## src/common/capture_pkg.sv

```systemverilog
package capture_pkg;

    // Video and word widths
    localparam int PIXEL_W    = 24;
    localparam int WORD_W     = 32;
    localparam int MEM_ADDR_W = 10;
    localparam int MEM_DEPTH  = 1024;
    localparam int COUNT_W    = 11;

    // Command word fields
    localparam int OP_MSB   = 31;
    localparam int OP_LSB   = 30;
    localparam int LEN_MSB  = 19;
    localparam int LEN_LSB  = 10;
    localparam int ADDR_MSB = 9;
    localparam int ADDR_LSB = 0;

    // Status word flags, count sits in the low COUNT_W bits
    localparam int STATUS_VALID_BIT = 31;
    localparam int STATUS_ARMED_BIT = 30;

    // Command strobe to first reply word
    localparam int RD_LATENCY = 3;

    typedef enum logic [1:0] {
        OP_NOP     = 2'd0,
        OP_CAPTURE = 2'd1,
        OP_READ    = 2'd2,
        OP_STATUS  = 2'd3
    } opcode_e;

    typedef enum logic [1:0] {
        CAP_IDLE       = 2'd0,
        CAP_WAIT_FRAME = 2'd1,
        CAP_ACTIVE     = 2'd2
    } cap_state_e;

    typedef struct packed {
        logic               de;
        logic               hsync;
        logic               vsync;
        logic [PIXEL_W-1:0] rgb;
    } video_t;

    typedef struct packed {
        logic              valid;
        logic [WORD_W-1:0] word;
    } cmd_t;

    typedef struct packed {
        logic                  we;
        logic [MEM_ADDR_W-1:0] addr;
        logic [WORD_W-1:0]     data;
    } mem_wr_t;

    typedef struct packed {
        logic                  valid;
        logic [MEM_ADDR_W-1:0] start;
        logic [MEM_ADDR_W-1:0] len;
        logic                  status;
    } read_req_t;

    typedef struct packed {
        logic              valid;
        logic              last;
        logic [WORD_W-1:0] data;
    } resp_t;

endpackage

```

## src/readback/readback_engine.sv

```systemverilog
`timescale 1ns/1ps

module readback_engine (
    input  logic                                 clk_i,
    input  logic                                 rst_n_i,
    input  capture_pkg::read_req_t               req_i,
    input  logic [capture_pkg::WORD_W-1:0]       status_i,
    input  logic [capture_pkg::WORD_W-1:0]       rd_data_i,
    output logic [capture_pkg::MEM_ADDR_W-1:0]   rd_addr_o,
    output logic                                 busy_o,
    output capture_pkg::resp_t                   resp_o
);
    import capture_pkg::*;

    logic                  issue_q;
    logic                  issue_status_q;
    logic [MEM_ADDR_W-1:0] addr_q;
    logic [MEM_ADDR_W-1:0] remain_q;
    logic                  issue_last;
    logic                  out_valid_q;
    logic                  out_last_q;
    logic                  out_status_q;
    logic [WORD_W-1:0]     status_hold_q;

    assign issue_last = issue_q && (remain_q == '0);

    // Issue stage, one address per cycle
    always_ff @(posedge clk_i or negedge rst_n_i) begin
        if (!rst_n_i) begin
            issue_q        <= 1'b0;
            issue_status_q <= 1'b0;
            addr_q         <= '0;
            remain_q       <= '0;
        end else if (req_i.valid) begin
            issue_q        <= 1'b1;
            issue_status_q <= req_i.status;
            addr_q         <= req_i.start;
            remain_q       <= req_i.status ? '0 : req_i.len;
        end else if (issue_q) begin
            if (issue_last) begin
                issue_q <= 1'b0;
            end else begin
                // Wraps modulo the memory depth
                addr_q   <= addr_q + 1'b1;
                remain_q <= remain_q - 1'b1;
            end
        end
    end

    // Tracks the word in flight through the memory read
    always_ff @(posedge clk_i or negedge rst_n_i) begin
        if (!rst_n_i) begin
            out_valid_q  <= 1'b0;
            out_last_q   <= 1'b0;
            out_status_q <= 1'b0;
        end else begin
            out_valid_q  <= issue_q;
            out_last_q   <= issue_last;
            out_status_q <= issue_q && issue_status_q;
        end
    end

    always_ff @(posedge clk_i) begin
        if (issue_q && issue_status_q) begin
            status_hold_q <= status_i;
        end
    end

    assign rd_addr_o = addr_q;
    assign busy_o    = req_i.valid || issue_q || out_valid_q;

    always_comb begin
        resp_o.valid = out_valid_q;
        resp_o.last  = out_last_q;
        resp_o.data  = out_status_q ? status_hold_q : rd_data_i;
    end

    // Last word comes with valid and no reply follows straight after it
    a_last_with_valid: assert property (
        @(posedge clk_i) disable iff (!rst_n_i)
        resp_o.last |-> resp_o.valid ##1 !resp_o.valid
    );

    // First reply word lands at the fixed command latency
    a_first_word_latency: assert property (
        @(posedge clk_i) disable iff (!rst_n_i)
        req_i.valid |-> ##(RD_LATENCY-1) resp_o.valid
    );

endmodule

```

## config.mk

```make
export PLATFORM = sky130hd
export DESIGN_NAME = readback_engine
export DESIGN_NICKNAME = d
export VERILOG_FILES = /design/src/common/capture_pkg.sv /design/src/readback/readback_engine.sv
export SDC_FILE = /design/constraint.sdc
export NUM_CORES = 1
export LEC_CHECK = 0
export ABC_CLOCK_PERIOD_IN_PS = 2140
export BUFFER_PORTS_ARGS = -buffer_cell sky130_fd_sc_hd__buf_2
export CORE_ASPECT_RATIO = 1.25
export CORE_UTILIZATION = 43
export CTS_BUF_LIST = sky130_fd_sc_hd__clkbuf_4 sky130_fd_sc_hd__clkbuf_8
export CTS_CLUSTER_SIZE = 12
export DETAILED_ROUTE_END_ITERATION = 16
export HOLD_SLACK_MARGIN = 0.08
export PLACE_DENSITY = 0.72
export SYNTH_ARGS = -nofsm -noshare
export SYNTH_HDL_FRONTEND = slang
export SYNTH_SLANG_ARGS = --single-unit
```

## constraint.sdc

```tcl
create_clock -name clk_i -period 2.14 [get_ports clk_i]
set_input_delay 0.321 -clock clk_i [delete_from_list [all_inputs] [get_ports clk_i]]
set_output_delay 0.321 -clock clk_i [all_outputs]
set_load 0.05 [all_outputs]
```

Yosys cells after proc, flatten, opt, wreduce, memory -nomap -nowiden
Cells that the tools add are included.
{"block": "totals", "ff_bits": 57, "latchBits": 0, "ramBits": 0, "rom_bits": 0, "in_bits": 88, "word_cells": 29, "n_memories": 0}
{"block": "classes", "add_sub_neg": 2, "mul": 0, "div": 0, "order_cmp": 0, "eq_ne": 1, "n_shift": 0, "n_mux": 11, "bitwise_logic": 0, "reduce_logical": 7}
{"operator": "10-bit 2-to-1 mux", "n": 7}
{"operator": "32-bit 2-to-1 mux", "n": 1}
{"operator": "10-bit by 1-bit adder with 10-bit output (second input constant)", "n": 1}
{"operator": "10-bit logical NOT", "n": 1}
{"operator": "10-bit by 1-bit subtractor with 10-bit output (second input constant)", "n": 1}
{"operator": "1-bit 2-to-1 mux", "n": 3}
{"operator": "1-bit logical AND", "n": 2}
{"operator": "1-bit logical OR", "n": 2}
{"operator": "2-bit inequality test (second input constant)", "n": 1}
{"operator": "2-bit AND reduction", "n": 1}
{"operator": "2-bit nonzero test", "n": 1}

Logic depth before layout (Yosys ltp)
{"block": "depth", "ltp_word": 5, "ltp_mapped": 7, "mapped_depth_nobuf": 6}

Worst setup path after synthesis
No wires, ideal clock.
{"block": "synth_timing", "kind": "register -> register", "start": "reg remain_q[0]", "end": "reg addr_q[6] (netlist: rd_addr_o[6])", "setup_time_ns": 0.082, "t_arrival_ns": 1.816, "required_ns": 2.058, "slack_ns": 0.242, "stages_incl_launch_ff": 8, "path_buffers": 1, "path_cell_list": "dfrtp_1 > inv_1 > ha_1 > nor2b_4 > a31o_1 > buf_6 > or4_1 > a31oi_1"}
{"block": "synth_between", "elab_chain_cells": 4}
{"element": "from (decl)", "line": "readback_engine.sv:18", "text": "logic [MEM_ADDR_W-1:0] remain_q;"}
{"element": "from (signal assigned)", "line": "readback_engine.sv:38", "text": "remain_q <= req_i.status ? '0 : req_i.len;"}
{"element": "from (signal assigned)", "line": "readback_engine.sv:45", "text": "remain_q <= remain_q - 1'b1;"}
{"element": "10-bit logical NOT", "line": "readback_engine.sv:25", "text": "assign issue_last = issue_q && (remain_q == '0);"}
{"element": "1-bit logical AND", "line": "readback_engine.sv:25"}
{"element": "2-bit inequality test (no source line)"}
{"element": "2-bit AND reduction (no source line)"}
{"element": "to (signal assigned)", "line": "readback_engine.sv:37", "text": "addr_q <= req_i.start;"}
{"element": "to (signal assigned)", "line": "readback_engine.sv:44", "text": "addr_q <= addr_q + 1'b1;"}
{"element": "to (decl)", "line": "readback_engine.sv:17", "text": "logic [MEM_ADDR_W-1:0] addr_q;"}
Every way passes these cells.
A chain may end at the register's enable or synchronous reset.

Worst setup path after layout
{"block": "layout_timing", "start": "reg remain_q[0]", "end": "reg addr_q[5] (netlist: rd_addr_o[5])"}
Same word-level chain as after synthesis.

==> impl_metrics.toml <==
[timing]
finalSetupViolations = 0
finalCritPeriodShare = 0.924
tightest_slew_ns = 0.620
grt_setup_unrepaired = "no"
fmax_mhz = 506
slew_viol_final = 0
setup_tns_ns = 0
layout_min_cycle_time_ns = 1.98
finalHoldViolCount = 0
skew_ns = 0.00741
whs_ns = 0.151
slew_headroom = 0.586
worst_slack_ns = 0.163

[route]
routed_wl_um = 6380
detail-route-antenna-nets = 0
drt-pass1-iter-count = 4
wl_per_cell_um = 14.2
drc = 0
viasPerCell = 5.13
vias = 2300
drtIter0Drc = 105

[clock_network]
htreeDepth = 3
clkLatencyLatePin_ns = 0.34
cts.clk_slew.worst_paths_ns = 0.07
cts.sinks = 57
cts_buffer_depth = 2
cts.root.buffer_cell = "clkbuf_8"
cts_tree = "done"
cts_buffers = 9

[min_path]
hp-class = "in -> reg"
whs_path_depth = 1

[grt]
grtUsageMet2 = 0.327
grt_antenna_before_repair = 0
grt_overflow = 0
grt_pass1_vias = 2093
grt_pass1_wl_um = 9650
met3_usage = 0.0599
grtUsageTotal = 0.196
grt_most_used_layer = "met2"
use_met1 = 0.222
grt_max_degree = 34

[synthesis]
synth_cells = 219
synth-edff-count = 32
yosys.area.top_type = "edfxtp_1"
synth_top_area_frac = 0.351
synthFlopType = "edfxtp_1"
yosysSeqAreaShare = 0.579
async_flop_share = 0.439
synth_area_um2 = 2740
avgSynthCellArea_um2 = 12.5
yosys_warnings = 0
synth_nets = 309
synth_cell_types = 46
synthTopCellsByArea = "edfxtp_1 35%, dfrtp_1 23%, mux2_2 14%"
synth.ff_latch_count = 57

[critical_path]
path_max_fanout = 6
cpLargestDelayFamily = "simple AND/OR/NAND/NOR gates"
cp.required_ns = 2.41
worstPathArrival_ns = 2.25
critPathMaxStageDelay_ns = 0.48
critical_path_class = "reg -> reg"
end_kind = "flip-flop"
crit_chain = "inv_1, ha_1, nor2b_4, a311oi_1, or4b_1, nand3_1"
worst-path-buf-inv = 1
rr_worst_depth = 6
slowest_stage = "or4b_1"
cp_num_cells = 6
start_kind = "flip-flop"

[power_and_ir_drop]
sw_frac_of_total = 0.337
p_int_mw = 2.33
leakage_nw = 1.65
irDropWorstVdd_mv = 0.494
combPwrFrac = 0.286
total_power_mw = 3.51
clockPowerShare = 0.319
power_frac_seq = 0.395
switching_power_mw = 1.19
power_per_cell_area_nw_per_um2 = 942

[floorplanning]
num_rows = 32
die_x_um = 73.4
initial_utilization = 0.444
die_y_um = 91.2
fp.dieArea_um2 = 6690
placeableCoreArea_um2 = 6170
num_io_pins = 133

[placement]
postPlaceCellArea_um2 = 3500
place_inst = 431
place_congestion = 0.910
pre_cts_slack_ns = 0.159
hpwl_um = 4640
port_buffers = 132

[final_layout]
final_core_util = 0.605
drive_gt1_frac = 0.529
most-common-layout-cells = "132 x buf_2, 34 x mux2_2, 32 x edfxtp_1"
nNetsFinal = 448
fin_area_um2 = 3730
final_cell_count_no_fill = 448
diodes = 0
final_common_cell = "buf_2"
area_growth_pct = 36.2

[outcome]
outcome = "complete, no violations"

[run]
cap_violations = 0
==> worst paths after layout <==
kind	start	slack [ns]	endpoint
setup / recovery	remain_q[0]	0.16	rd_addr_o[5]
max in group asynchronous	rst_n_i	1.23	remain_q[1]
setup reg to reg	remain_q[0]	0.16	rd_addr_o[5]
hold reg to reg	issue_status_q	0.51	issue_status_q
min in group asynchronous	rst_n_i	0.52	remain_q[3]
hold / removal	status_i[14]	0.15	status_hold_q[14]
==> sequential cells by signal (all words and copies together) (netlist names) <==
register	flops
issue_q	1
issue_status_q	1
out_last_q	1
out_status_q	1
out_valid_q	1
rd_addr_o	10
remain_q	10
status_hold_q	32
==> area by class of cell <==
class	instances	area [µm²]
multi-input cells	143	1060
well taps	85	106
inverters	7	26.3
fillers	516	2430
clock buffers	11	145
clock inverters	5	78.8
flip-flops and latches	57	1590
repair buffers	140	723
==> repair_timing <==
item,4_1_cts,5_1_grt
gates resized for setup,0,0
buffers inserted,0,0
hold endpoints to repair,25,0
hold buffers,1,0
==> cell families (layout without fill, tap and decap cells) <==
| family | count (synthesis) | count (layout) | synth area share |
|---|---|---|---|
| simple gates | 58 | 58 | 0.116 |
| flops | 57 | 57 | 0.579 |
| compound gates | 41 | 41 | 0.0973 |
| mux | 36 | 36 | 0.147 |
| buf+inv | 19 | 163 | 0.0320 |
| xor+xnor | 6 | 6 | 0.0192 |
| fa+ha+maj | 2 | 2 | 0.00914 |
==> power by group through the flow <==
| stage | Combinational [mW] | Clock, mW | Sequential (mW) |
|---|---|---|---|
| 6_report | 1.00 | 1.12 | 1.39 |
| 5_1_grt | 1.07 | 1.19 | 1.40 |
| 4_1_cts | 1.01 | 1.14 | 1.39 |
| 3_5_place_dp | 1.00 | 0 | 1.41 |
| 3_3_place_gp | 0.992 | 0 | 1.40 |
| 2_1_floorplan | 0.658 | 0 | 1.48 |
==> worst reg2reg max path, cell delays in order, from the launching register on <==
cell and delay [ns]:
dfrtp_1 0.39, inv_1 0.06, ha_1 0.27, nor2b_4 0.17, a311oi_1 0.45, or4b_1 0.48, nand3_1 0.10
==> cell usage after synthesis (2+ instances only) <==
cell type  instances
nor3_1             3
mux2_2            34
mux2i_1            2
clkbuf_1           5
xnor2_1            5
nor2_1            10
buf_4              2
edfxtp_1          32
a211oi_1           2
nand2_1           17
o21ai_0            7
ha_1               2
nand4_1            5
dfrtp_1           25
a31oi_1            8
o31ai_1            4
a21oi_1           10
inv_1              7
or4_1              3
nand3_1            6
buf_1              3
nand3b_1           2
or3_1              2
==> per-layer routing <==
layer | routed length, µm | up-vias | share of wire
met5 | 0 | - | 0
met4 | 76 | 0 | 0.012
met3 | 565 | 7 | 0.089
met2 | 3110 | 120 | 0.49
met1 | 2620 | 1068 | 0.41
li1 | - | 1105 | -
(Power assumes the default switching activity.)
