[config.mk]
export PLATFORM = sky130hd
export DESIGN_NAME = command_regs
export DESIGN_NICKNAME = d
export VERILOG_FILES = /design/src/common/capture_pkg.sv /design/src/design/command_regs.sv
export SDC_FILE = /design/constraint.sdc
export NUM_CORES = 1
export LEC_CHECK = 0
export ABC_AREA = 1
export BUFFER_PORTS_ARGS = -buffer_cell sky130_fd_sc_hd__buf_2
export CELL_PAD_IN_SITES_DETAIL_PLACEMENT = 1
export CELL_PAD_IN_SITES_GLOBAL_PLACEMENT = 1
export CORE_ASPECT_RATIO = 0.6
export CORE_MARGIN = 4
export CORE_UTILIZATION = 31
export CTS_CLUSTER_DIAMETER = 40
export DETAILED_ROUTE_END_ITERATION = 7
export PLACE_DENSITY_LB_ADDON = 0.1
export SLEW_MARGIN = 5
export SYNTH_ARGS = -nofsm -noshare
export SYNTH_HDL_FRONTEND = slang
export SYNTH_SLANG_ARGS = --single-unit
[constraint.sdc]
create_clock -name clk_i -period 1.65 [get_ports clk_i]
set_input_delay 0.2475 -clock clk_i [delete_from_list [all_inputs] [get_ports clk_i]]
set_output_delay 0.2475 -clock clk_i [all_outputs]
set_load 0.01 [all_outputs]
[src/common/capture_pkg.sv]
package capture_pkg;

    // Video and word widths
    localparam int PIXEL_W    = 24;
    localparam int WORD_W     = 32;
    localparam int MEM_ADDR_W = 10;
    localparam int MEM_DEPTH  = 1024;
    localparam int COUNT_W    = 11;

    // Command word fields
    localparam int OP_MSB   = 31;
    localparam int OP_LSB   = 30;
    localparam int LEN_MSB  = 19;
    localparam int LEN_LSB  = 10;
    localparam int ADDR_MSB = 9;
    localparam int ADDR_LSB = 0;

    // Status word flags, count sits in the low COUNT_W bits
    localparam int STATUS_VALID_BIT = 31;
    localparam int STATUS_ARMED_BIT = 30;

    // Command strobe to first reply word
    localparam int RD_LATENCY = 3;

    typedef enum logic [1:0] {
        OP_NOP     = 2'd0,
        OP_CAPTURE = 2'd1,
        OP_READ    = 2'd2,
        OP_STATUS  = 2'd3
    } opcode_e;

    typedef enum logic [1:0] {
        CAP_IDLE       = 2'd0,
        CAP_WAIT_FRAME = 2'd1,
        CAP_ACTIVE     = 2'd2
    } cap_state_e;

    typedef struct packed {
        logic               de;
        logic               hsync;
        logic               vsync;
        logic [PIXEL_W-1:0] rgb;
    } video_t;

    typedef struct packed {
        logic              valid;
        logic [WORD_W-1:0] word;
    } cmd_t;

    typedef struct packed {
        logic                  we;
        logic [MEM_ADDR_W-1:0] addr;
        logic [WORD_W-1:0]     data;
    } mem_wr_t;

    typedef struct packed {
        logic                  valid;
        logic [MEM_ADDR_W-1:0] start;
        logic [MEM_ADDR_W-1:0] len;
        logic                  status;
    } read_req_t;

    typedef struct packed {
        logic              valid;
        logic              last;
        logic [WORD_W-1:0] data;
    } resp_t;

endpackage

[src/design/command_regs.sv]
`timescale 1ns/1ps

module command_regs (
    input  logic                                 clk_i,
    input  logic                                 rst_n_i,
    input  capture_pkg::cmd_t                    cmd_i,
    input  logic                                 cap_armed_i,
    input  logic                                 cap_done_i,
    input  logic [capture_pkg::COUNT_W-1:0]      cap_count_i,
    input  logic                                 rd_busy_i,
    output logic                                 arm_o,
    output capture_pkg::read_req_t               read_req_o,
    output logic [capture_pkg::WORD_W-1:0]       status_o
);
    import capture_pkg::*;

    opcode_e               op;
    logic [MEM_ADDR_W-1:0] cmd_addr;
    logic [MEM_ADDR_W-1:0] cmd_len;
    logic                  take_arm;
    logic                  take_read;
    logic                  take_status;

    logic                  req_valid_q;
    logic                  req_status_q;
    logic [MEM_ADDR_W-1:0] req_start_q;
    logic [MEM_ADDR_W-1:0] req_len_q;
    logic                  frame_valid_q;
    logic [COUNT_W-1:0]    count_q;

    assign op       = opcode_e'(cmd_i.word[OP_MSB:OP_LSB]);
    assign cmd_addr = cmd_i.word[ADDR_MSB:ADDR_LSB];
    assign cmd_len  = cmd_i.word[LEN_MSB:LEN_LSB];

    // A pending arm counts as armed until the FSM leaves idle
    always_comb begin
        take_arm    = 1'b0;
        take_read   = 1'b0;
        take_status = 1'b0;
        if (cmd_i.valid) begin
            case (op)
                OP_CAPTURE: take_arm    = !cap_armed_i && !arm_o;
                OP_READ:    take_read   = !rd_busy_i;
                OP_STATUS:  take_status = !rd_busy_i;
                default:    ;
            endcase
        end
    end

    always_ff @(posedge clk_i or negedge rst_n_i) begin
        if (!rst_n_i) begin
            arm_o         <= 1'b0;
            req_valid_q   <= 1'b0;
            frame_valid_q <= 1'b0;
            count_q       <= '0;
        end else begin
            arm_o       <= take_arm;
            req_valid_q <= take_read || take_status;
            if (take_arm) begin
                frame_valid_q <= 1'b0;
            end else if (cap_done_i) begin
                frame_valid_q <= 1'b1;
                count_q       <= cap_count_i;
            end
        end
    end

    always_ff @(posedge clk_i) begin
        if (take_read || take_status) begin
            req_start_q  <= cmd_addr;
            req_len_q    <= take_status ? '0 : cmd_len;
            req_status_q <= take_status;
        end
    end

    assign read_req_o = '{valid:  req_valid_q,
                          start:  req_start_q,
                          len:    req_len_q,
                          status: req_status_q};

    always_comb begin
        status_o                   = '0;
        status_o[COUNT_W-1:0]      = count_q;
        status_o[STATUS_ARMED_BIT] = cap_armed_i;
        status_o[STATUS_VALID_BIT] = frame_valid_q;
    end

    // Engine reports busy from the request cycle on
    a_req_not_busy: assert property (
        @(posedge clk_i) disable iff (!rst_n_i)
        read_req_o.valid |-> rd_busy_i
    );

endmodule

After elaboration in Yosys (flattened, before gate mapping)
Cells that the tools add are included.
{"block": "totals", "ff_bits": 35, "in_bits": 49, "out_inout_bits": 55, "word_cells": 26}
{"block": "op_classes", "n_mux": 8, "reduce_logical": 7, "n_eq_ne": 3, "bitwise": 1}
{"op": "$mux 1", "count": 8}
{"op": "$eq 2x2->1 const B", "count": 2}
{"op": "$logic_not 1->1", "count": 3}
{"op": "$eq 2x1->1 const B", "count": 1}
{"op": "$reduce_and 2->1", "count": 1}
{"op": "$reduce_bool 2->1", "count": 1}
{"op": "$logic_and 1x1->1", "count": 1}
{"op": "$logic_or 1x1->1", "count": 1}
{"op": "$not 1->1", "count": 1}

Depth between registers and ports, before layout
Gate-level depths: netlist of run 1.
{"block": "logic_depth", "depth_word": 6, "mapped_depth": 7, "ltp_nobuf": 6}

Worst setup path before layout of run 1
Ideal clock, no wire load.
{"block": "synth_timing", "path_kind": "input -> register", "start": "input port cmd_i[31] (netlist name)", "end": "register req_len_q[0], data pin", "t_required_ns": 1.402, "setup_ns": 0.248, "t_arrival_ns": 1.304, "slack_ns": 0.099, "path_buffers": 1, "cell_stages": 6, "cell_sequence": "inv_1 -> nor3_4 -> nand2_2 -> buf_6 -> nand2_2 -> inv_2"}
{"block": "synth_via", "elab_chain_cells": 3}
{"item": "from (decl)", "line": "command_regs.sv:6", "source": "input capture_pkg::cmd_t cmd_i,"}
{"item": "$eq 2x2->1", "line": "command_regs.sv:41", "source": "case (op)"}
{"item": "$mux 1", "line": "command_regs.sv:41"}
{"item": "$mux 1", "line": "command_regs.sv:40", "source": "if (cmd_i.valid) begin"}
{"item": "to (signal assigned)", "line": "command_regs.sv:71", "source": "req_len_q <= take_status ? '0 : cmd_len;"}
{"item": "to (decl)", "line": "command_regs.sv:27", "source": "logic [MEM_ADDR_W-1:0] req_len_q;"}
Every way passes these cells.
A chain may end at the register's enable or synchronous reset.

Worst setup path in the final report of run 1
{"block": "layout_timing", "start": "register arm_o", "end": "register count_q[10]"}
{"block": "layout_via", "elab_chain_cells": 6}
{"item": "from (decl)", "line": "command_regs.sv:11", "source": "output logic arm_o,"}
{"item": "from (signal assigned)", "line": "command_regs.sv:57", "source": "arm_o <= take_arm;"}
{"item": "$logic_not 1->1", "line": "command_regs.sv:42", "source": "OP_CAPTURE: take_arm = !cap_armed_i && !arm_o;"}
{"item": "$logic_and 1x1->1", "line": "command_regs.sv:42"}
{"item": "$mux 1", "line": "command_regs.sv:41"}
{"item": "$mux 1", "line": "command_regs.sv:40"}
{"item": "$not 1->1 (no line)"}
{"item": "$reduce_and 2->1 (no line)"}
{"item": "to (signal assigned)", "line": "command_regs.sv:63", "source": "count_q <= cap_count_i;"}
{"item": "to (decl)", "line": "command_regs.sv:29", "source": "logic [COUNT_W-1:0] count_q;"}
Every way passes these cells.

==> impl_metrics.json, run 1 <==
{
  "postRouteAntennaNets": 0,
  "vias": 1085,
  "powerDensity_nw_per_um2": 1033,
  "worstSetupPathType": "flop to flop",
  "cts_tree": "yes",
  "ir_drop_uv": 466.1,
  "rows": 19,
  "outcome": "complete, no violations",
  "grt_pass1_wl_mm": 5.368,
  "postCtsHoldBufs": 1,
  "reg2reg_to": "count_q[10]",
  "worstPathMaxFanout": 12,
  "min_period_over_period_pct": 71.08,
  "wl_mm": 3.450,
  "first_global_vias": 1103,
  "post_cts_buffers": 0,
  "crit_required_ns": 1.87,
  "skew_ns": 0.002572,
  "drt-pass1-iter-count": 4,
  "syn_to_final_growth_pct": 30.05,
  "die_x_um": 97.77,
  "clk-insertion-delay-late_ns": 0.28,
  "grt_use_total_pct": 11.94,
  "r2r-start": "arm_o",
  "endpoint_kind": "flop",
  "critPathLaunch": "arm_o",
  "synth-seq-cells": 35,
  "reg2regPathDepth": 5,
  "finalNetCount": 253,
  "core_um2": 4612,
  "cts_buffer_depth": 2,
  "cts-root-buf": "clkbuf_8",
  "antenna_found_initial": 0,
  "clk_pin_slew_ns": 0.07,
  "vias_per_cell": 4.049,
  "seq_area_frac_synth_pct": 65.44,
  "antenna_cells": 0,
  "worstHoldStart": "cmd_i[8]",
  "holdPathStages": 1,
  "start_util_pct": 32.50,
  "final-hold-violation-count": 0,
  "crit_end": "count_q[10]",
  "drc_errors": 0,
  "cts_sinks": 35,
  "slew_violations": 0,
  "worstPathArrival_ns": 1.40,
  "place_ws_ns": 0.3865,
  "portBuffers": 74,
  "die_y_um": 61.86,
  "cts_buffers": 5,
  "min_period_ns": 1.173,
  "overflow": 0,
  "ys_types": 16,
  "rsz0062_at_grt": "no",
  "leakagePower_nw": 1.023,
  "synthCells": 129,
  "die_area_um2": 6048,
  "fin_setup_tns_ns": 0,
  "h-tree-depth": 2,
  "worst_slack_ns": 0.4772,
  "gp_congestion": 0.6795,
  "postLayoutCoreUtil_pct": 42.27,
  "hpwl_mm": 2.883,
  "ys_warn_count": 0,
  "cap_violations": 0,
  "io_pins": 104,
  "post_drt_wl_per_cell_um": 12.87,
  "syn_area_um2": 1499,
  "drive_above_1_share_pct": 52.68,
  "setup_viol": 0,
  "reg2reg_slack_ns": 0.48,
  "syn_avg_cell_area_um2": 11.62,
  "drt_iter0_drc": 13,
  "grt_max_degree": 23,
  "cts_resized": 0,
  "fillers": 548,
  "hp-class": "primary input to flop",
  "fmax_mhz": 852.6,
  "cp-start-kind": "flop"
}
synthesized netlist by cell type:
master    count  area [um^2]
nand2_1      25        93.84
buf_4        23        172.7
edfxtp_1     21        630.6
dfrtp_1      14        350.3
nand2_2      11        68.82
nand3_1      11        55.05
inv_2        10        37.54
inv_1         5        18.77
buf_6         2        22.52
buf_1         1        3.750
buf_2         1        5.000
conb_1        1        3.750
nand3_2       1        10.01
nor2_1        1        3.750
nor2_2        1        6.260
nor3_4        1        16.27
metrics by stage:
stage	cell area (um^2)	std cells	power, mW	hold WS (ns)
floorplan	1567	147	1.187	-0.04809
global placement	1827	259	1.267	0.1583
detailed placement	1827	259	1.278	0.1661
CTS	1949	268	2.052	0.1231
global route	1949	268	2.133	0.1063
finish	1949	268	2.013	0.1365
power by group:
part	internal (mW)	switching, mW	total, mW
Sequential	0.989	0.0200	1.01
Clock	0.449	0.309	0.758
Combinational	0.0983	0.147	0.246
Total	1.54	0.476	2.01
cell usage in the layout (no fill, tap or decap):
master,synthesis,routed
dfrtp_1,14,14
edfxtp_1,21,21
dlygate4sd3_1,0,1
inv_2,10,10
bufinv_16,0,1
inv_1,5,5
nor3_4,1,1
nor2_2,1,1
nand3_1,11,11
clkinv_4,0,1
buf_2,1,74
nand3_2,1,1
clkinv_2,0,1
nand2_1,25,25
nand2_2,11,11
clkbuf_8,0,5
conb_1,1,19
nor2_1,1,1
buf_4,23,2
registers in the layout, indices dropped and copies added, names as in the netlist:
name,flops
req_status_q,1
req_len_q,10
req_start_q,10
arm_o,1
frame_valid_q,1
count_q,11
req_valid_q,1
critical path, cell delays in order (launching register included):
cell	delay [ns]
dfrtp_1	0.38
nor2_1	0.13
nand3_2	0.18
nand2_2	0.26
nand2_1	0.09
nand2_1	0.07
worst min path at each step:
stage,to
detailed placement,count_q[6]
finish,req_start_q[8]
global route,req_start_q[8]
CTS,req_start_q[1]
global placement,count_q[6]
floorplan,arm_o
cell type report:
type / count / area, um^2 / share of cell area [%]
clock buffer: 5 / 68.82 / 3.530
clock inverter: 3 / 43.79 / 2.246
inverter: 15 / 56.30 / 2.888
multi-input combinational: 70 / 325.3 / 16.69
sequential: 35 / 980.9 / 50.32
tap: 63 / 78.83 / 4.044
timing repair buffer: 77 / 395.4 / 20.28
metal layers:
layer | track usage [%] | vias to the layer above | share of wire, %
met5 | 0 | - | 0
met4 | 5.325 | 0 | 1.4
met3 | 4.905 | 5 | 9.5
met2 | 20.93 | 59 | 48
met1 | 13.32 | 511 | 41
li1 | - | 510 | -
cell families (layout without fill, tap and decap cells):
| group | Yosys count | in the layout | share of synthesized area, % |
|---|---|---|---|
| and+or+nand+nor | 51 | 51 | 16.95 |
| buffers and inverters | 42 | 100 | 17.36 |
| DFF | 35 | 35 | 65.44 |
| other | 1 | 19 | 0.2502 |
Note: power is estimated with default switching activity, not from simulation.
==> run 2, diff against run 1 <==
- CORE_UTILIZATION: 31 -> 26
- clock period: 1.65 -> 1.05 ns (I/O delays scaled with it)
==> run 2 against run 1 <==
  * The flow now finishes with violations (negative setup slack)
  * Count of clock-buffer cells in the layout rose by 2
  * Final cell count rose by 9.3%
  * Sequential share of layout area fell by 3.1 points
  * Highest routed layer unchanged
==> impl_metrics.json, run 2 (synthesized netlist as in run 1, its figures left out) <==
{
  "reg_top3": "count_q (11), req_len_q (10), req_start_q (10)",
  "setup_viol": 2,
  "violations": "negative setup slack",
  "place_ws_ns": -0.1515,
  "drc_errors": 0,
  "slew_violations": 0,
  "io_pins": 104,
  "drt_iter0_drc": 19,
  "drive_above_1_share_pct": 59.15,
  "cts_sinks": 35,
  "core_um2": 5570,
  "cts_buffer_depth": 2,
  "postLayoutCoreUtil_pct": 37.33,
  "start_util_pct": 26.91,
  "grt_pass1_wl_mm": 5.664,
  "finalNetCount": 261,
  "wl_mm": 3.716,
  "endpoint_kind": "flop",
  "crit_required_ns": 1.22,
  "ir_drop_uv": 550.9,
  "syn_to_final_growth_pct": 38.73,
  "final_common_cell": "buf_2",
  "min_period_ns": 1.054,
  "clk_pin_slew_ns": 0.07,
  "postRouteAntennaNets": 0,
  "largest_register": "count_q",
  "fmax_mhz": 948.9,
  "worstSetupPathType": "flop to flop",
  "fin_setup_tns_ns": -0.004451,
  "die_x_um": 106.0,
  "cts-root-buf": "clkbuf_8",
  "reg2reg_slack_ns": -0.004,
  "postPlaceCellArea_um2": 1901,
  "powerDensity_nw_per_um2": 1414,
  "register_area_um2": 980.9,
  "post_drt_wl_per_cell_um": 12.68,
  "fillers": 661,
  "cts_tree": "yes",
  "hp-class": "primary input to flop",
  "grt_use_total_pct": 10.46,
  "portBuffers": 74,
  "worstPathArrival_ns": 1.22,
  "h-tree-depth": 2,
  "rows": 21,
  "drt-pass1-iter-count": 4,
  "die_area_um2": 7084,
  "outcome": "finished with violations",
  "met1_usage_pct": 11.94,
  "skew_ns": 0.005033,
  "cap_violations": 0,
  "overflow": 0,
  "worstPathMaxFanout": 5,
  "cts_buffers": 5,
  "vias": 1105,
  "antenna_cells": 0,
  "min_period_over_period_pct": 100.4,
  "leakagePower_nw": 1.068,
  "worst_slack_ns": -0.003907,
  "grt_max_degree": 23,
  "antenna_found_initial": 0,
  "gp_congestion": 0.6466,
  "grtUsageMet3_pct": 4.647,
  "rsz0062_at_grt": "yes",
  "final_cell_mix": "buf_2, nand2_1, edfxtp_1, conb_1, dfrtp_1",
  "hpwl_mm": 2.862,
  "multiInputGateArea_um2": 390.4,
  "grt_util_met2_pct": 17.54,
  "final-hold-violation-count": 0,
  "clk-insertion-delay-late_ns": 0.28,
  "top_usage_layer": "met2",
  "final_area_um2": 2079,
  "first_global_vias": 1192,
  "largest_reg_flops": 11,
  "die_y_um": 66.82,
  "cp-start-kind": "flop",
  "vias_per_cell": 3.771
}
run 2: cell count changes in the layout (fill, tap and decap cells not counted), moves of 2 or more:
| cell | change |
|---|---|
| buf_6 | +2 |
| buf_4 | +6 |
| clkbuf_1 | +2 |
| nand3_1 | -10 |
| nand3_2 | +9 |
run 2: power breakdown:
part	switching, mW	internal [mW]
Combinational	0.253	0.176
Clock	0.455	0.465
Sequential	0.0351	1.55
Total	0.743	2.20
run 2: critical path: stages (launching register included):
cell,delay [ns]
dfrtp_1,0.39
nor2_2,0.13
nand3_4,0.14
buf_6,0.17
nand3_2,0.06
nand2_1,0.05
run 2: layout make-up:
class / count / area share [%]
Sequential cell: 35 / 47.17
Clock inverter: 1 / 0.2407
Tap cell: 80 / 4.813
Timing Repair Buffer: 85 / 22.26
Clock buffer: 7 / 3.670
Inverter: 15 / 3.069
Multi-Input combinational cell: 70 / 18.77
run 2: path summary, 6_finish.rpt:
| check | startpoint | to | cells past startpoint |
|---|---|---|---|
| worst max-delay path | arm_o | count_q[5] | 5 |
| worst min-delay path | cmd_i[6] | req_start_q[6] | 1 |
| worst max register to register | arm_o | count_q[5] | 5 |
| worst min register to register | count_q[10] | count_q[10] | 2 |
| max in group asynchronous | rst_n_i | count_q[6] | 2 |
| min in group asynchronous | rst_n_i | count_q[1] | 2 |
run 2: metrics by stage:
step           total power [mW]  cells  hold slack, ns
2_1_floorplan             1.866    147         -0.1381
3_3_place_gp              2.011    282         0.07502
3_5_place_dp              2.026    282         0.07435
4_1_cts                   2.975    292         0.03861
5_1_grt                   3.117    293         0.03324
6_report                  2.940    293         0.05383
run 2: per-layer routing:
metal	share of wire (%)	wire length, um	vias to the layer above
met1	42	1548	521
met3	9.0	335	4
li1	-	-	527
met2	48	1786	53
met5	0	0	-
met4	1.2	45	0
run 2: timing repair:
action / 4_1_cts / 5_1_grt
setup buffers: 1 / 0
pin swaps: 1 / 8
hold endpoints to repair: 14 / 0
resized for setup: 2 / 14
setup endpoints to repair: 12 / 12
cloned: 0 / 1
hold buffers: 1 / 0
==> run 3, diff against run 2 <==
- CORE_UTILIZATION: 26 -> 27
- CTS_BUF_LIST: unset -> sky130_fd_sc_hd__clkbuf_8
==> run 3 against run 2 <==
  * Clock skew up 0.00088 ns
  * Worst setup slack better by 0.019 ns
  * Final cell count down 6.5%
  * Core utilization up 0.70 points
  * Sequential cell count unchanged
  * Critical path depth unchanged
  * Sequential power about the same
  * The run now ends clean
  * Total power down 1.6%
  * Worst hold slack worse by 0.0046 ns
  * Die area down 3.3%
  * Fmax up 1.8%
==> impl_metrics.json, run 3 (synthesized netlist as in run 1, its figures left out) <==
{
  "clk_pin_slew_ns": 0.07,
  "setup_viol": 0,
  "clockPowerShare_pct": 31.1,
  "place_ws_ns": -0.2101,
  "fmax_mhz": 966.2,
  "reg_top3": "count_q (11), req_len_q (10), req_start_q (10)",
  "grt_max_degree": 23,
  "die_x_um": 104.2,
  "cts_buffers": 5,
  "io_pins": 104,
  "hpwl_mm": 2.872,
  "h-tree-depth": 2,
  "finalNetCount": 256,
  "leakagePower_nw": 1.033,
  "fin_setup_tns_ns": 0,
  "gp_congestion": 0.6773,
  "min_period_over_period_pct": 98.57,
  "p_int_mw": 2.174,
  "timing.hold.ws_ns": 0.04928,
  "crit_required_ns": 1.21,
  "multiInputGateArea_um2": 332.8,
  "drc_errors": 0,
  "portBuffers": 74,
  "grt_use_total_pct": 10.63,
  "cts_sinks": 35,
  "register_area_um2": 980.9,
  "endpoint_kind": "flop",
  "final-hold-violation-count": 0,
  "hp-class": "primary input to flop",
  "worst_slack_ns": 0.01498,
  "worstSetupPathType": "flop to flop",
  "switching_share_pct": 24.87,
  "vias_per_cell": 3.891,
  "largest_reg_flops": 11,
  "outcome": "complete, no violations",
  "grt_pass1_wl_mm": 5.540,
  "ir_drop_uv": 409.0,
  "die_y_um": 65.72,
  "cts-root-buf": "clkbuf_8",
  "final_cell_mix": "buf_2, nand2_1, edfxtp_1, conb_1, dfrtp_1",
  "cp-start-kind": "flop",
  "post_drt_wl_per_cell_um": 12.59,
  "first_global_vias": 1125,
  "finalPower_mw": 2.894,
  "worstPathMaxFanout": 13,
  "wl_mm": 3.450,
  "slew_violations": 0,
  "largest_register": "count_q",
  "net-switching-power_uw": 719.6,
  "clk-insertion-delay-late_ns": 0.28,
  "cap_violations": 0,
  "skew_ns": 0.005912,
  "antenna_found_initial": 0,
  "overflow": 0,
  "drive_above_1_share_pct": 53.85,
  "rows": 20,
  "fillers": 617,
  "cts_buffer_depth": 2,
  "vias": 1066,
  "worstPathArrival_ns": 1.20,
  "drt_iter0_drc": 25,
  "antenna_cells": 0,
  "cts_tree": "yes",
  "final_common_cell": "buf_2",
  "p_seq_share_pct": 54.9,
  "core_um2": 5205,
  "postRouteAntennaNets": 0,
  "start_util_pct": 28.80,
  "min_period_ns": 1.035,
  "powerDensity_nw_per_um2": 1462,
  "die_area_um2": 6847,
  "drt-pass1-iter-count": 4,
  "combPwrFrac_pct": 14.0,
  "rsz0062_at_grt": "yes",
  "syn_to_final_growth_pct": 32.05
}
==> run 3: cell count changes in the layout (fill, tap and decap cells not counted), sizes merged <==
cell      before  now
buf           84   79
inv           15   16
clkbuf         7    5
clkinvlp       0    1
==> run 3: what timing repair did <==
action | 4_1_cts | 5_1_grt
endpoints found under the hold margin | 14 | 0
gates cloned | 0 | 0
gates resized for setup | 2 | 1
buffers inserted | 0 | 0
endpoints found under the setup margin | 12 | 12
pin swaps | 1 | 1
hold buffers | 1 | 0
==> run 3: worst paths after layout <==
| check | startpoint | endpoint | slack [ns] | cells past startpoint |
|---|---|---|---|---|
| max in group asynchronous | rst_n_i | count_q[6] | 0.49 | 2 |
| min | cmd_i[4] | req_start_q[4] | 0.05 | 1 |
| max | arm_o | count_q[3] | 0.01 | 5 |
| min in group asynchronous | rst_n_i | count_q[7] | 0.31 | 2 |
| min reg2reg | count_q[4] | count_q[4] | 0.47 | 2 |
| max reg2reg | arm_o | count_q[3] | 0.01 | 5 |
==> run 3: through the flow <==
stage               cell area, um^2  std cells  util, %
finish                         1979        274    38.03
global route                   1979        274    38.03
CTS                            1977        274    37.98
detailed placement             1873        265    35.99
global placement               1873        265    35.99
floorplan                      1577        147        -
==> run 3: layout make-up <==
| class | count | area share [%] |
|---|---|---|
| Timing Repair Buffer | 80 | 21.93 |
| Tap cell | 66 | 4.172 |
| Clock buffer | 5 | 3.477 |
| Sequential cell | 35 | 49.56 |
| Clock inverter | 3 | 0.8217 |
| Multi-Input combinational cell | 70 | 16.81 |
| Inverter | 15 | 3.224 |
==> run 3: routing by layer <==
layer	GRT usage [%]	vias up	wire [um]	share of wire, %
met2	17.80	60	1586	46
li1	-	515	-	-
met4	4.975	0	51	1.5
met3	4.122	4	323	9.4
met1	12.17	487	1489	43
met5	0	-	0	0
==> run 3: critical path: stages, from the launching register on <==
cell and delay [ns]:
dfrtp_1 0.39, nor2_2 0.12, nand3_2 0.12, buf_6 0.17
nand3_1 0.07, nand2_1 0.06
==> run 3: power groups by stage <==
stage / logic [mW] / clock network (mW) / registers (mW)
4_1_cts: 0.413 / 0.960 / 1.59
6_report: 0.404 / 0.900 / 1.59
3_3_place_gp: 0.394 / 0 / 1.61
3_5_place_dp: 0.407 / 0 / 1.62
2_1_floorplan: 0.208 / 0 / 1.66
5_1_grt: 0.454 / 1.03 / 1.60
