--- config.mk ---
export PLATFORM = sky130hd
export DESIGN_NAME = frame_capture
export DESIGN_NICKNAME = d
export VERILOG_FILES = /design/src/common/capture_pkg.sv /design/src/frame_capture/frame_capture.sv
export SDC_FILE = /design/constraint.sdc
export NUM_CORES = 1
export LEC_CHECK = 0
export BUFFER_PORTS_ARGS = -buffer_cell sky130_fd_sc_hd__buf_2
export CAP_MARGIN = 15
export CORE_MARGIN = 2
export CORE_UTILIZATION = 45
export DETAILED_ROUTE_END_ITERATION = 10
export HOLD_SLACK_MARGIN = 0.12
export PLACE_DENSITY_LB_ADDON = 0.1
export SLEW_MARGIN = 40
export SYNTH_ARGS = -nofsm -noshare
export SYNTH_HDL_FRONTEND = slang
export SYNTH_SLANG_ARGS = --single-unit
export TNS_END_PERCENT = 20
--- constraint.sdc ---
create_clock -name clk_i -period 2.74 [get_ports clk_i]
set_input_delay 0.137 -clock clk_i [delete_from_list [all_inputs] [get_ports clk_i]]
set_output_delay 0.137 -clock clk_i [all_outputs]
set_load 0.01 [all_outputs]
--- src/common/capture_pkg.sv ---
package capture_pkg;

    // Video and word widths
    localparam int PIXEL_W    = 24;
    localparam int WORD_W     = 32;
    localparam int MEM_ADDR_W = 10;
    localparam int MEM_DEPTH  = 1024;
    localparam int COUNT_W    = 11;

    // Command word fields
    localparam int OP_MSB   = 31;
    localparam int OP_LSB   = 30;
    localparam int LEN_MSB  = 19;
    localparam int LEN_LSB  = 10;
    localparam int ADDR_MSB = 9;
    localparam int ADDR_LSB = 0;

    // Status word flags, count sits in the low COUNT_W bits
    localparam int STATUS_VALID_BIT = 31;
    localparam int STATUS_ARMED_BIT = 30;

    // Command strobe to first reply word
    localparam int RD_LATENCY = 3;

    typedef enum logic [1:0] {
        OP_NOP     = 2'd0,
        OP_CAPTURE = 2'd1,
        OP_READ    = 2'd2,
        OP_STATUS  = 2'd3
    } opcode_e;

    typedef enum logic [1:0] {
        CAP_IDLE       = 2'd0,
        CAP_WAIT_FRAME = 2'd1,
        CAP_ACTIVE     = 2'd2
    } cap_state_e;

    typedef struct packed {
        logic               de;
        logic               hsync;
        logic               vsync;
        logic [PIXEL_W-1:0] rgb;
    } video_t;

    typedef struct packed {
        logic              valid;
        logic [WORD_W-1:0] word;
    } cmd_t;

    typedef struct packed {
        logic                  we;
        logic [MEM_ADDR_W-1:0] addr;
        logic [WORD_W-1:0]     data;
    } mem_wr_t;

    typedef struct packed {
        logic                  valid;
        logic [MEM_ADDR_W-1:0] start;
        logic [MEM_ADDR_W-1:0] len;
        logic                  status;
    } read_req_t;

    typedef struct packed {
        logic              valid;
        logic              last;
        logic [WORD_W-1:0] data;
    } resp_t;

endpackage

--- src/frame_capture/frame_capture.sv ---
`timescale 1ns/1ps

module frame_capture (
    input  logic                             clk_i,
    input  logic                             rst_n_i,
    input  logic                             arm_i,
    input  capture_pkg::video_t              video_i,
    output capture_pkg::mem_wr_t             mem_wr_o,
    output logic                             armed_o,
    output logic                             done_o,
    output logic [capture_pkg::COUNT_W-1:0]  count_o
);
    import capture_pkg::*;

    cap_state_e            state_q;
    cap_state_e            state_d;
    logic                  vsync_q;
    logic                  vsync_rise;
    logic                  full;
    logic                  pix_take;
    logic [COUNT_W-1:0]    count_q;
    logic                  we_q;
    logic [MEM_ADDR_W-1:0] wr_addr_q;
    logic [WORD_W-1:0]     wr_data_q;

    assign vsync_rise = video_i.vsync && !vsync_q;
    assign full       = (count_q == COUNT_W'(MEM_DEPTH));

    // Pixels in the closing edge cycle belong to the next frame
    assign pix_take = (state_q == CAP_ACTIVE) && !vsync_rise && video_i.de && !full;

    always_comb begin
        state_d = state_q;
        case (state_q)
            CAP_IDLE:       if (arm_i) state_d = CAP_WAIT_FRAME;
            CAP_WAIT_FRAME: if (vsync_rise) state_d = CAP_ACTIVE;
            CAP_ACTIVE:     if (vsync_rise) state_d = CAP_IDLE;
            default:        state_d = CAP_IDLE;
        endcase
    end

    always_ff @(posedge clk_i or negedge rst_n_i) begin
        if (!rst_n_i) begin
            state_q <= CAP_IDLE;
            vsync_q <= 1'b0;
            count_q <= '0;
            done_o  <= 1'b0;
            we_q    <= 1'b0;
        end else begin
            state_q <= state_d;
            vsync_q <= video_i.vsync;
            done_o  <= (state_q == CAP_ACTIVE) && vsync_rise;
            we_q    <= pix_take;
            if ((state_q == CAP_WAIT_FRAME) && vsync_rise) begin
                count_q <= '0;
            end else if (pix_take) begin
                count_q <= count_q + 1'b1;
            end
        end
    end

    // Zero-extended pixel, address follows the running count
    always_ff @(posedge clk_i) begin
        if (pix_take) begin
            wr_addr_q <= count_q[MEM_ADDR_W-1:0];
            wr_data_q <= {{(WORD_W-PIXEL_W){1'b0}}, video_i.rgb};
        end
    end

    assign mem_wr_o = '{we: we_q, addr: wr_addr_q, data: wr_data_q};
    assign armed_o  = (state_q != CAP_IDLE);
    assign count_o  = count_q;

    // Count saturates at the memory depth
    a_no_write_when_full: assert property (
        @(posedge clk_i) disable iff (!rst_n_i)
        count_q <= COUNT_W'(MEM_DEPTH)
    );

endmodule

# --- Word level (Yosys, flattened, before mapping) ---
# Index checks and enable logic that the tools add are counted.
totals:
  elab_cells: 33
  input_bits: 30
  out_inout_bits: 56
  register_bits: 50
classes:
  reduce_logical: 13
  n_eq_ne: 6
  mux: 6
  addsub: 1
op_table:
  columns: ["cell", "n"]
  rows:
  - ["11-bit two-way mux", 2]
  - ["11-bit by 1-bit adder with 11-bit output (second input constant)", 1]
  - ["11-bit equality test (second input constant)", 1]
  - ["1-bit logical AND", 6]
  - ["2-bit two-way mux", 3]
  - ["2-bit != test (second input constant)", 3]
  - ["2-bit one-hot mux with 3 select lines", 1]
  - ["2-bit nonzero test", 2]
  - ["1-bit logical NOT", 3]
  - ["3-bit AND reduction", 1]
  - ["2-bit by 1-bit equality test with 1-bit output (second input constant)", 1]
  - ["2-bit equality test (second input constant)", 1]
  - ["2-bit logical NOT", 1]

# --- Depth between registers and ports, before layout ---
# Gate-level depths: netlist of the first run.
depth:
  ltp_word: 8
  ltp_mapped: 5
  mapped_depth_nobuf: 5

# --- Least setup slack after synthesis of the first run ---
# OpenSTA, ideal clock, no wires.
synth_timing:
  path_kind: "register to register"
  start: "register count_q[2] (netlist: count_o[2])"
  end: "register wr_addr_q[0], enable pin"
  path_stages_with_launch: 5
  t_required_ns: 2.343
  slack_ns: 0.593
  arrival_time_ns: 1.751
  period_less_slack_ns: 2.147
  setup_time_ns: 0.397
  path_buffers: 1
  cell_sequence: "dfrtp_1 > clkbuf_1 > nor4_1 > nand4_1 > and2_1"
synth_between:
  elab_chain_cells: 3
synth_lines:
  columns: ["element", "line_no", "text"]
  rows:
  - ["from (decl)", "frame_capture.sv:21", "logic [COUNT_W-1:0] count_q;"]
  - ["from (signal assigned)", "frame_capture.sv:57", "count_q <= count_q + 1'b1;"]
  - ["11-bit equality test", "frame_capture.sv:27", "assign full = (count_q == COUNT_W'(MEM_DEPTH));"]
  - ["1-bit logical NOT", "frame_capture.sv:30", "assign pix_take = (state_q == CAP_ACTIVE) && !vsync_rise && video_i.de && !full;"]
  - ["1-bit logical AND", "frame_capture.sv:30", null]
  - ["named net pix_take", "frame_capture.sv:20", "logic pix_take;"]
  - ["to (signal assigned)", "frame_capture.sv:65", "wr_addr_q <= count_q[MEM_ADDR_W-1:0];"]
  - ["to (decl)", "frame_capture.sv:23", "logic [MEM_ADDR_W-1:0] wr_addr_q;"]
# The timed path passes the listed nets, and every way through them passes these cells.
# A chain may end at the register's enable or synchronous reset.

# --- Worst setup path after layout of the first run ---
layout_timing:
  start: "input port video_i[24] (netlist name)"
  end: "register wr_data_q[12], enable pin"
layout_between:
  elab_chain_cells: 5
layout_lines:
  columns: ["element", "line_no", "text"]
  rows:
  - ["from (decl)", "frame_capture.sv:7", "input capture_pkg::video_t video_i,"]
  - ["1-bit logical AND", "frame_capture.sv:26", "assign vsync_rise = video_i.vsync && !vsync_q;"]
  - ["1-bit logical NOT", "frame_capture.sv:30", null]
  - ["1-bit logical AND (3 in series)", "frame_capture.sv:30", null]
  - ["named net pix_take", "frame_capture.sv:20", null]
  - ["to (signal assigned)", "frame_capture.sv:66", "wr_data_q <= {{(WORD_W-PIXEL_W){1'b0}}, video_i.rgb};"]
  - ["to (decl)", "frame_capture.sv:24", "logic [WORD_W-1:0] wr_data_q;"]
# The timed path passes the listed nets, and every way through them passes these cells.

==> results of run 1 <==
[registers in the layout, indices dropped and copies added (netlist names)]
name and flops:
wr_addr_q 10, state_q 2, we_q 1, vsync_q 1, count_o 11, done_o 1
wr_data_q 24
[placed cells by master, fill, tap and decap left out, types with 2 or more instances in the layout]
cell type,n
buf_2,76
o31ai_1,3
inv_1,2
dfrtp_1,16
dlygate4sd3_1,27
clkbuf_8,5
o21ai_0,4
nor2_1,2
and3_1,4
nand3_1,6
nor2b_1,2
or3_1,3
o21a_1,2
edfxtp_1,34
nor4_1,2
and2_1,2
or4_1,3
nand2_1,8
nand4_1,3
a21oi_1,5
conb_1,8
ha_1,2
[cells by family (layout without fill, tap and decap cells)]
kind of cell,count (synthesis),count (layout),share of synthesized area
compound gates,16,16,0.0511
xor+xnor,1,1,0.00458
fa+ha+maj,2,2,0.0131
buf+inv,13,114,0.0439
flops,50,50,0.744
mux,1,1,0.00524
other cells,1,8,0.00196
simple gates,42,42,0.136
[tightest hold or removal path: stages]
cell,delay (ns)
buf_2,0.14
nand4_1,0.09
xor2_1,0.06
nor2_1,0.08
[timing repair]
action,in CTS,in global routing
endpoints found under the hold margin,42,0
setup endpoints to repair,0,0
hold buffers,27,0
[cell usage after synthesis]
| master | number | area share |
|---|---|---|
| and4b_2 | 1 | 0.0059 |
| and3_1 | 4 | 0.013 |
| mux2i_1 | 1 | 0.0052 |
| or4_1 | 3 | 0.012 |
| nand3b_1 | 1 | 0.0039 |
| and2_1 | 2 | 0.0065 |
| nor2b_1 | 2 | 0.0065 |
| ha_1 | 2 | 0.013 |
| nand3_1 | 6 | 0.016 |
| edfxtp_1 | 34 | 0.53 |
| o21a_1 | 2 | 0.0079 |
| a21oi_1 | 5 | 0.013 |
| clkbuf_1 | 1 | 0.0020 |
| conb_1 | 1 | 0.0020 |
| or2_2 | 1 | 0.0033 |
| or3_1 | 3 | 0.0098 |
| nand2_1 | 8 | 0.016 |
| nand4_4 | 1 | 0.011 |
| nor4_1 | 2 | 0.0065 |
| nor3b_2 | 1 | 0.0065 |
| dfrtp_1 | 16 | 0.21 |
| nand2b_1 | 1 | 0.0033 |
| o21ai_0 | 4 | 0.010 |
| xor2_1 | 1 | 0.0046 |
| buf_4 | 9 | 0.035 |
| o31ai_1 | 3 | 0.012 |
| nand4_1 | 3 | 0.0098 |
| a211oi_1 | 1 | 0.0039 |
| o211ai_1 | 1 | 0.0039 |
| nor2_1 | 2 | 0.0039 |
| nor3_1 | 1 | 0.0026 |
| inv_1 | 2 | 0.0039 |
| clkbuf_2 | 1 | 0.0026 |
[cell type report]
class	count	share of cell area
Sequential cell	50	0.526
Timing Repair Buffer	104	0.248
Multi-Input combinational cell	70	0.160
Clock buffer	6	0.0268
Tap cell	50	0.0231
Clock inverter	2	0.0139
Inverter	2	0.00278
[metrics by stage]
| stage | util | cell area [µm²] | total power, µW | setup WS (ns) |
|---|---|---|---|---|
| after floorplan | - | 1940 | 1050 | 0.593 |
| after global placement | 0.573 | 2320 | 1130 | 0.915 |
| after detailed placement | 0.573 | 2320 | 1150 | 0.853 |
| after CTS | 0.666 | 2700 | 1680 | 0.780 |
| after global routing | 0.666 | 2700 | 1740 | 0.687 |
| final | 0.666 | 2700 | 1660 | 0.776 |
[final timing paths]
check                                  startpoint                       to  cells past startpoint
setup / recovery                      video_i[24]  wr_data_q[12]$_DFFE_PP_                      6
hold / removal                        video_i[26]   count_o[6]$_DFFE_PN0P_                      4
setup reg to reg           state_q[1]$_DFFE_PN0P_  wr_data_q[12]$_DFFE_PP_                      4
hold reg to reg            state_q[1]$_DFFE_PN0P_   state_q[0]$_DFFE_PN0P_                      1
max in group asynchronous                 rst_n_i   count_o[2]$_DFFE_PN0P_                      2
min in group asynchronous                 rst_n_i   state_q[0]$_DFFE_PN0P_                      2
[metal layers]
layer | global-route usage | up-vias | wire [µm]
met5 | 0 | - | 0
met4 | 0.0741 | 0 | 101
met3 | 0.0526 | 10 | 229
met2 | 0.292 | 59 | 1930
met1 | 0.221 | 625 | 1710
li1 | - | 666 | -
[power by group through the flow]
stage	registers, µW	clock network [µW]	logic [µW]
floorplan	947	0	100
CTS	918	517	241
detailed placement	935	0	210
global placement	931	0	202
global route	928	553	259
finish	919	501	238
==> impl_metrics.ini, run 1 <==
[timing]
rsz0062_at_grt = false
fin_skew_ns = 0.00519
setup_viol = 0
report.final.hold_viol_count = 0
min_period_ns = 1.96
worst_pin_slew_ns = 0.608
hold_ws_ns = 0.252
period_share = 0.717
maxSlewHeadroom = 0.593
fin_tns_setup_ns = 0
drv_slew = 0
fmax_mhz = 509

[floorplan]
rows = 23
dieArea_um2 = 4780
start_util = 0.471
core_um2 = 4060
die-height_um = 69.2
ios = 86
die_w_um = 69.2

[grt]
grt_max_degree = 31
grt_pass1_vias = 1348
globalRouteOverflowTotal = 0
grt_usage = 0.178
grt_pass1_wl_um = 6620
antenna_found_initial = 0

[critical_path]
cp.buffers_inverters = 3
end_kind = flip-flop
arrival_ns = 1.97
r2r_slack_ns = 0.85
crit_family = buffers and inverters
start_kind = primary input
critPathSlowestCell = dlygate4sd3_1
path_cells = dlygate4sd3_1 -> buf_2 -> nand2b_1 -> and3_1 -> and2_1 -> buf_12
critPathKind = primary input to flip-flop
cp_max_fo = 30
slowest_delay_ns = 0.53
cp.required_ns = 2.75

[final_layout]
regArea_um2 = 1420
syn_to_final_growth_pct = 41.5
layout-drive-gt1-share = 0.376
stdcell_count = 284
num-fill-cells = 305
antenna_cells = 0
multiInputGateArea_um2 = 432
final_nets = 265

[pwr]
power_frac_comb = 0.143
p_switching_uw = 403
swShare = 0.243
power.share.clock = 0.302
p_leak_uw = 0.00116
p_per_area_nw_per_um2 = 613
intPower_uw = 1260
peakVddDrop_v = 0.000414
pwr-share-seq = 0.554

[detailed_routing]
vias = 1360
wl_per_cell_um = 14.0
drtPass1Iterations = 4
first_iter_violations = 109
wl_um = 3970
ant_nets = 0
avgViaCountPerCell = 4.79
drc_errors = 0

[synthesis]
synthesis.area_um2 = 1910
synth_cell_type_count = 33
ys_ff_latch = 50
syn_avg_cell_area_um2 = 15.2
seq_area_frac_synth = 0.744
syn_inst = 126
ys.warnings.count = 0

[clock_tree]
clk_pin_slew_ns = 0.08
cts_sinks = 50
h-tree-depth = 2
ctsResizeCount = 0
clockBufferDepth = 2
clk_latency_ns = 0.30
cts_root_buffer = clkbuf_8
numCtsBuffers = 5
cts_tree = built
postCtsSetupBuffers = 0

[job]
cap_violations = 0

[run_status]
status = complete, no violations

[place]
place_inst = 249
hpwl_um = 2730
place.gp.congestion = 0.768
port_buffers = 76

[worst_hold_path]
hp-class = primary input to flip-flop
No activity file was read; power rests on OpenSTA's default activity.
==> run 2: changes to the inputs <==
clock period = 2.01 ns   (was 2.74 ns; I/O delays follow)
==> run 2 against run 1 <==
- register-to-register slack got worse by 0.63 ns
- clock-buffer cell count unchanged
- global-route usage decreased by 0.26 points
- core utilization increased by 1.6 points
- sequential cell count unchanged
- non-clock buffer count increased by 4
- clock power increased by 67%
- routed wire length increased by 2.2%
- critical path depth decreased by 2
- via count increased by 2.3%
- final cell count increased by 1.4%
- critical path type is now flip-flop to flip-flop
==> impl_metrics.ini, run 2 (same netlist as run 1, synthesis figures left out) <==
[critical_path]
start_kind = flip-flop
crit_family = simple AND/OR/NAND/NOR gates
path_cells = nor4_1 -> nand4_1 -> and2_2 -> buf_12
critPathKind = flip-flop to flip-flop
cp_max_fo = 28
cp.required_ns = 2.07
end_kind = flip-flop
critPathSlowestCell = dfrtp_1
cp.buffers_inverters = 1
arrival_ns = 1.85
slowest_delay_ns = 0.46

[final_layout]
layout_common_cells = 76 x buf_2, 34 x edfxtp_1, 27 x dlygate4sd3_1, 16 x dfrtp_1
syn_to_final_growth_pct = 44.9
final_common_cell = buf_2
stdcell_area_um2 = 2770
top_register = wr_data_q
final_nets = 269
multiInputGateArea_um2 = 433
post-route-util = 0.682
layout-drive-gt1-share = 0.395
regArea_um2 = 1420
num-fill-cells = 308
antenna_cells = 0
largest_register_ffs = 24

[detailed_routing]
first_iter_violations = 84
drtPass1Iterations = 4
avgViaCountPerCell = 4.83
vias = 1391
wl_um = 4060
wl_per_cell_um = 14.1
ant_nets = 0
drc_errors = 0

[clock_tree]
cts_sinks = 50
clk_pin_slew_ns = 0.08
clk_latency_ns = 0.30
clockBufferDepth = 2
cts_tree = built
h-tree-depth = 2
cts_hold_buf = 27
postCtsSetupBuffers = 0
ctsResizeCount = 0
numCtsBuffers = 5
cts_root_buffer = clkbuf_8

[timing]
report.final.hold_viol_count = 0
drv_slew = 0
fin_tns_setup_ns = 0
fmax_mhz = 558
setup_viol = 0
period_share = 0.891
min_period_ns = 1.79
fin_skew_ns = 0.00733
hold_ws_ns = 0.208
rsz0062_at_grt = false
fin_ws_ns = 0.219

[floorplan]
core_um2 = 4060
start_util = 0.471
dieArea_um2 = 4780
die-height_um = 69.2
ios = 86
rows = 23
die_w_um = 69.2

[pwr]
peakVddDrop_v = 0.000546
p_per_area_nw_per_um2 = 879
p_leak_uw = 0.00120

[grt]
grt_max_degree = 29
grt_usage = 0.175
grt_pass1_wl_um = 6610
grt_pass1_vias = 1419
globalRouteOverflowTotal = 0
antenna_found_initial = 0

[run_status]
status = complete, no violations

[place]
placed_area_um2 = 2350
place.gp.congestion = 0.839
port_buffers = 76
dpl_worst_slack_ns = 0.214
hpwl_um = 2830

[worst_hold_path]
hp-class = primary input to flip-flop

[job]
cap_violations = 0
==> run 2: metrics by stage <==
stage,cells,power [µW]
2_1_floorplan,133,1430
3_5_place_dp,253,1570
5_1_grt,288,2540
4_1_cts,288,2460
3_3_place_gp,253,1560
6_report,288,2430
==> run 2: tightest hold or removal path: stages <==
cell and delay [ns]:
buf_2 0.14, nand4_1 0.09, xor2_1 0.06, nor2_1 0.07
==> run 2: final cells by class <==
type,count,area share
clock inverters,2,0.0217
inverters,2,0.00271
repair buffers,108,0.253
clock buffers,6,0.0298
multi-input cells,70,0.156
flip-flops and latches,50,0.514
well taps,50,0.0226
==> run 2: layer usage <==
metal | share of wire | GRT usage | vias to the layer above
met1 | 0.41 | 0.205 | 652
met5 | 0 | 0 | -
met2 | 0.52 | 0.314 | 58
li1 | - | - | 675
met3 | 0.068 | 0.0526 | 6
met4 | 0.011 | 0.0458 | 0
==> run 2: worst paths after layout <==
path                                         from                       to  slack (ns)  cells past startpoint
setup / recovery           count_o[5]$_DFFE_PN0P_  wr_data_q[12]$_DFFE_PP_        0.22                      4
hold / removal                        video_i[26]   count_o[6]$_DFFE_PN0P_        0.21                      4
setup reg to reg           count_o[5]$_DFFE_PN0P_  wr_data_q[12]$_DFFE_PP_        0.22                      4
hold reg to reg            state_q[1]$_DFFE_PN0P_   state_q[0]$_DFFE_PN0P_        0.55                      1
max in group asynchronous                 rst_n_i   count_o[2]$_DFFE_PN0P_        1.51                      2
min in group asynchronous                 rst_n_i         done_o$_DFF_PN0_        0.23                      2
==> run 2: power breakdown <==
| part | switching [µW] | total [µW] | leakage [µW] | internal, µW |
|---|---|---|---|---|
| registers | 65.7 | 1250 | 0.000517 | 1190 |
| logic | 175 | 340 | 0.000614 | 165 |
| clock network | 309 | 839 | 0.0000714 | 530 |
| total | 550 | 2430 | 0.00120 | 1880 |
==> run 3: changes to the inputs <==
clock period = 2 ns   (was 2.01 ns; I/O delays follow)
==> run 3 against run 2 <==
- clock-buffer cell count up 1
- total power is 11% lower
- final cell count did not move
- die area did not move
- critical path depth is the same
- fmax decreased by 1.1%
==> impl_metrics.ini, run 3 (same netlist as run 1, synthesis figures left out) <==
[detailed_routing]
vias = 1370
wl_um = 4020
wl_per_cell_um = 13.9
drc_errors = 0
first_iter_violations = 50
drtPass1Iterations = 4
avgViaCountPerCell = 4.76
ant_nets = 0

[clock_tree]
cts_root_buffer = clkbuf_8
clockBufferDepth = 2
h-tree-depth = 2
clk_latency_ns = 0.29
cts_tree = built
ctsResizeCount = 0
numCtsBuffers = 5
cts_sinks = 50
clk_pin_slew_ns = 0.08

[floorplan]
start_util = 0.471
dieArea_um2 = 4780
die_w_um = 69.2
core_um2 = 4060
die-height_um = 69.2
rows = 23
ios = 86

[final_layout]
multiInputGateArea_um2 = 433
layout_common_cells = 76 x buf_2, 34 x edfxtp_1, 27 x dlygate4sd3_1, 16 x dfrtp_1
antenna_cells = 0
num-fill-cells = 323
regArea_um2 = 1420
top_register = wr_data_q
final_nets = 269
post-route-util = 0.669
syn_to_final_growth_pct = 42.2
final_common_cell = buf_2
layout-drive-gt1-share = 0.391
largest_register_ffs = 24

[critical_path]
path_cells = nor4_1 -> nand4_1 -> and2_2 -> buf_12
cp.required_ns = 2.05
start_kind = flip-flop
cp_max_fo = 28
critPathKind = flip-flop to flip-flop
slowest_delay_ns = 0.46
critPathSlowestCell = dfrtp_1
end_kind = flip-flop
arrival_ns = 1.86

[grt]
grt_pass1_wl_um = 6310
grt_max_degree = 29
antenna_found_initial = 0
grt_usage = 0.168
grt_pass1_vias = 1384
globalRouteOverflowTotal = 0

[worst_hold_path]
hp-class = primary input to flip-flop

[timing]
fin_skew_ns = 0.00508
report.final.hold_viol_count = 0
drv_slew = 0
fin_tns_setup_ns = 0
setup_viol = 0
rsz0062_at_grt = false
period_share = 0.905
fmax_mhz = 553
min_period_ns = 1.81

[place]
port_buffers = 76
place.gp.congestion = 0.840
hpwl_um = 2830

[pwr]
peakVddDrop_v = 0.000510
p_per_area_nw_per_um2 = 800
p_total_uw = 2170
p_leak_uw = 0.00118

[job]
cap_violations = 0

[run_status]
status = complete, no violations
==> run 3: cell types whose count changed in the layout (fill, tap and decap cells not counted) <==
cell	change
bufinv_16	-2
clkbuf_1	+1
clkinv_2	+1
==> run 3: where the power goes <==
part	leakage, µW	internal (µW)	switching (µW)
sequential	0.000517	1190	67.5
combinational	0.000614	165	174
clock	0.0000482	279	293
total	0.00118	1640	535
==> run 3: area by class of cell <==
cell class,count,area share
sequential,50,0.523
multi-input combinational,70,0.159
clock buffer,7,0.0318
timing repair buffer,108,0.258
inverter,2,0.00276
tap,50,0.0230
clock inverter,1,0.00184
==> run 3: repair_timing <==
action                                 4_1_cts  5_1_grt
hold buffers                                27        0
buffers inserted                             0        0
endpoints found under the hold margin       42        0
==> run 3: final timing paths <==
kind,endpoint,depth (start not counted),slack [ns],startpoint
worst min register to register,state_q[0]$_DFFE_PN0P_,1,0.55,state_q[1]$_DFFE_PN0P_
worst max register to register,wr_data_q[12]$_DFFE_PP_,4,0.19,count_o[5]$_DFFE_PN0P_
worst max-delay path,wr_data_q[12]$_DFFE_PP_,4,0.19,count_o[5]$_DFFE_PN0P_
max in group asynchronous,count_o[7]$_DFFE_PN0P_,2,1.49,rst_n_i
worst min-delay path,count_o[6]$_DFFE_PN0P_,4,0.21,video_i[26]
min in group asynchronous,done_o$_DFF_PN0_,2,0.24,rst_n_i
==> run 3: stage by stage <==
step	cell area (µm²)	instances	hold slack, ns	setup slack, ns
2_1_floorplan	1940	133	-0.196	0.194
5_1_grt	2720	288	0.239	0.0990
3_5_place_dp	2350	253	0.0325	0.195
6_report	2720	288	0.214	0.190
3_3_place_gp	2350	253	0.0326	0.276
4_1_cts	2720	288	0.197	0.182
==> run 3: metal layers <==
metal / up-vias / routed length (µm) / track usage
met1: 639 / 1650 / 0.185
met2: 48 / 2070 / 0.301
li1: 679 / - / -
met5: - / 0 / 0
met4: 0 / 48 / 0.0588
met3: 4 / 251 / 0.0541
==> run 3: worst max-delay path, delay by kind of cell (launching register included) <==
kind | cells | cell delay (ns)
buffers and inverters | 1 | 0.20
and+or+nand+nor | 3 | 0.89
DFF | 1 | 0.46
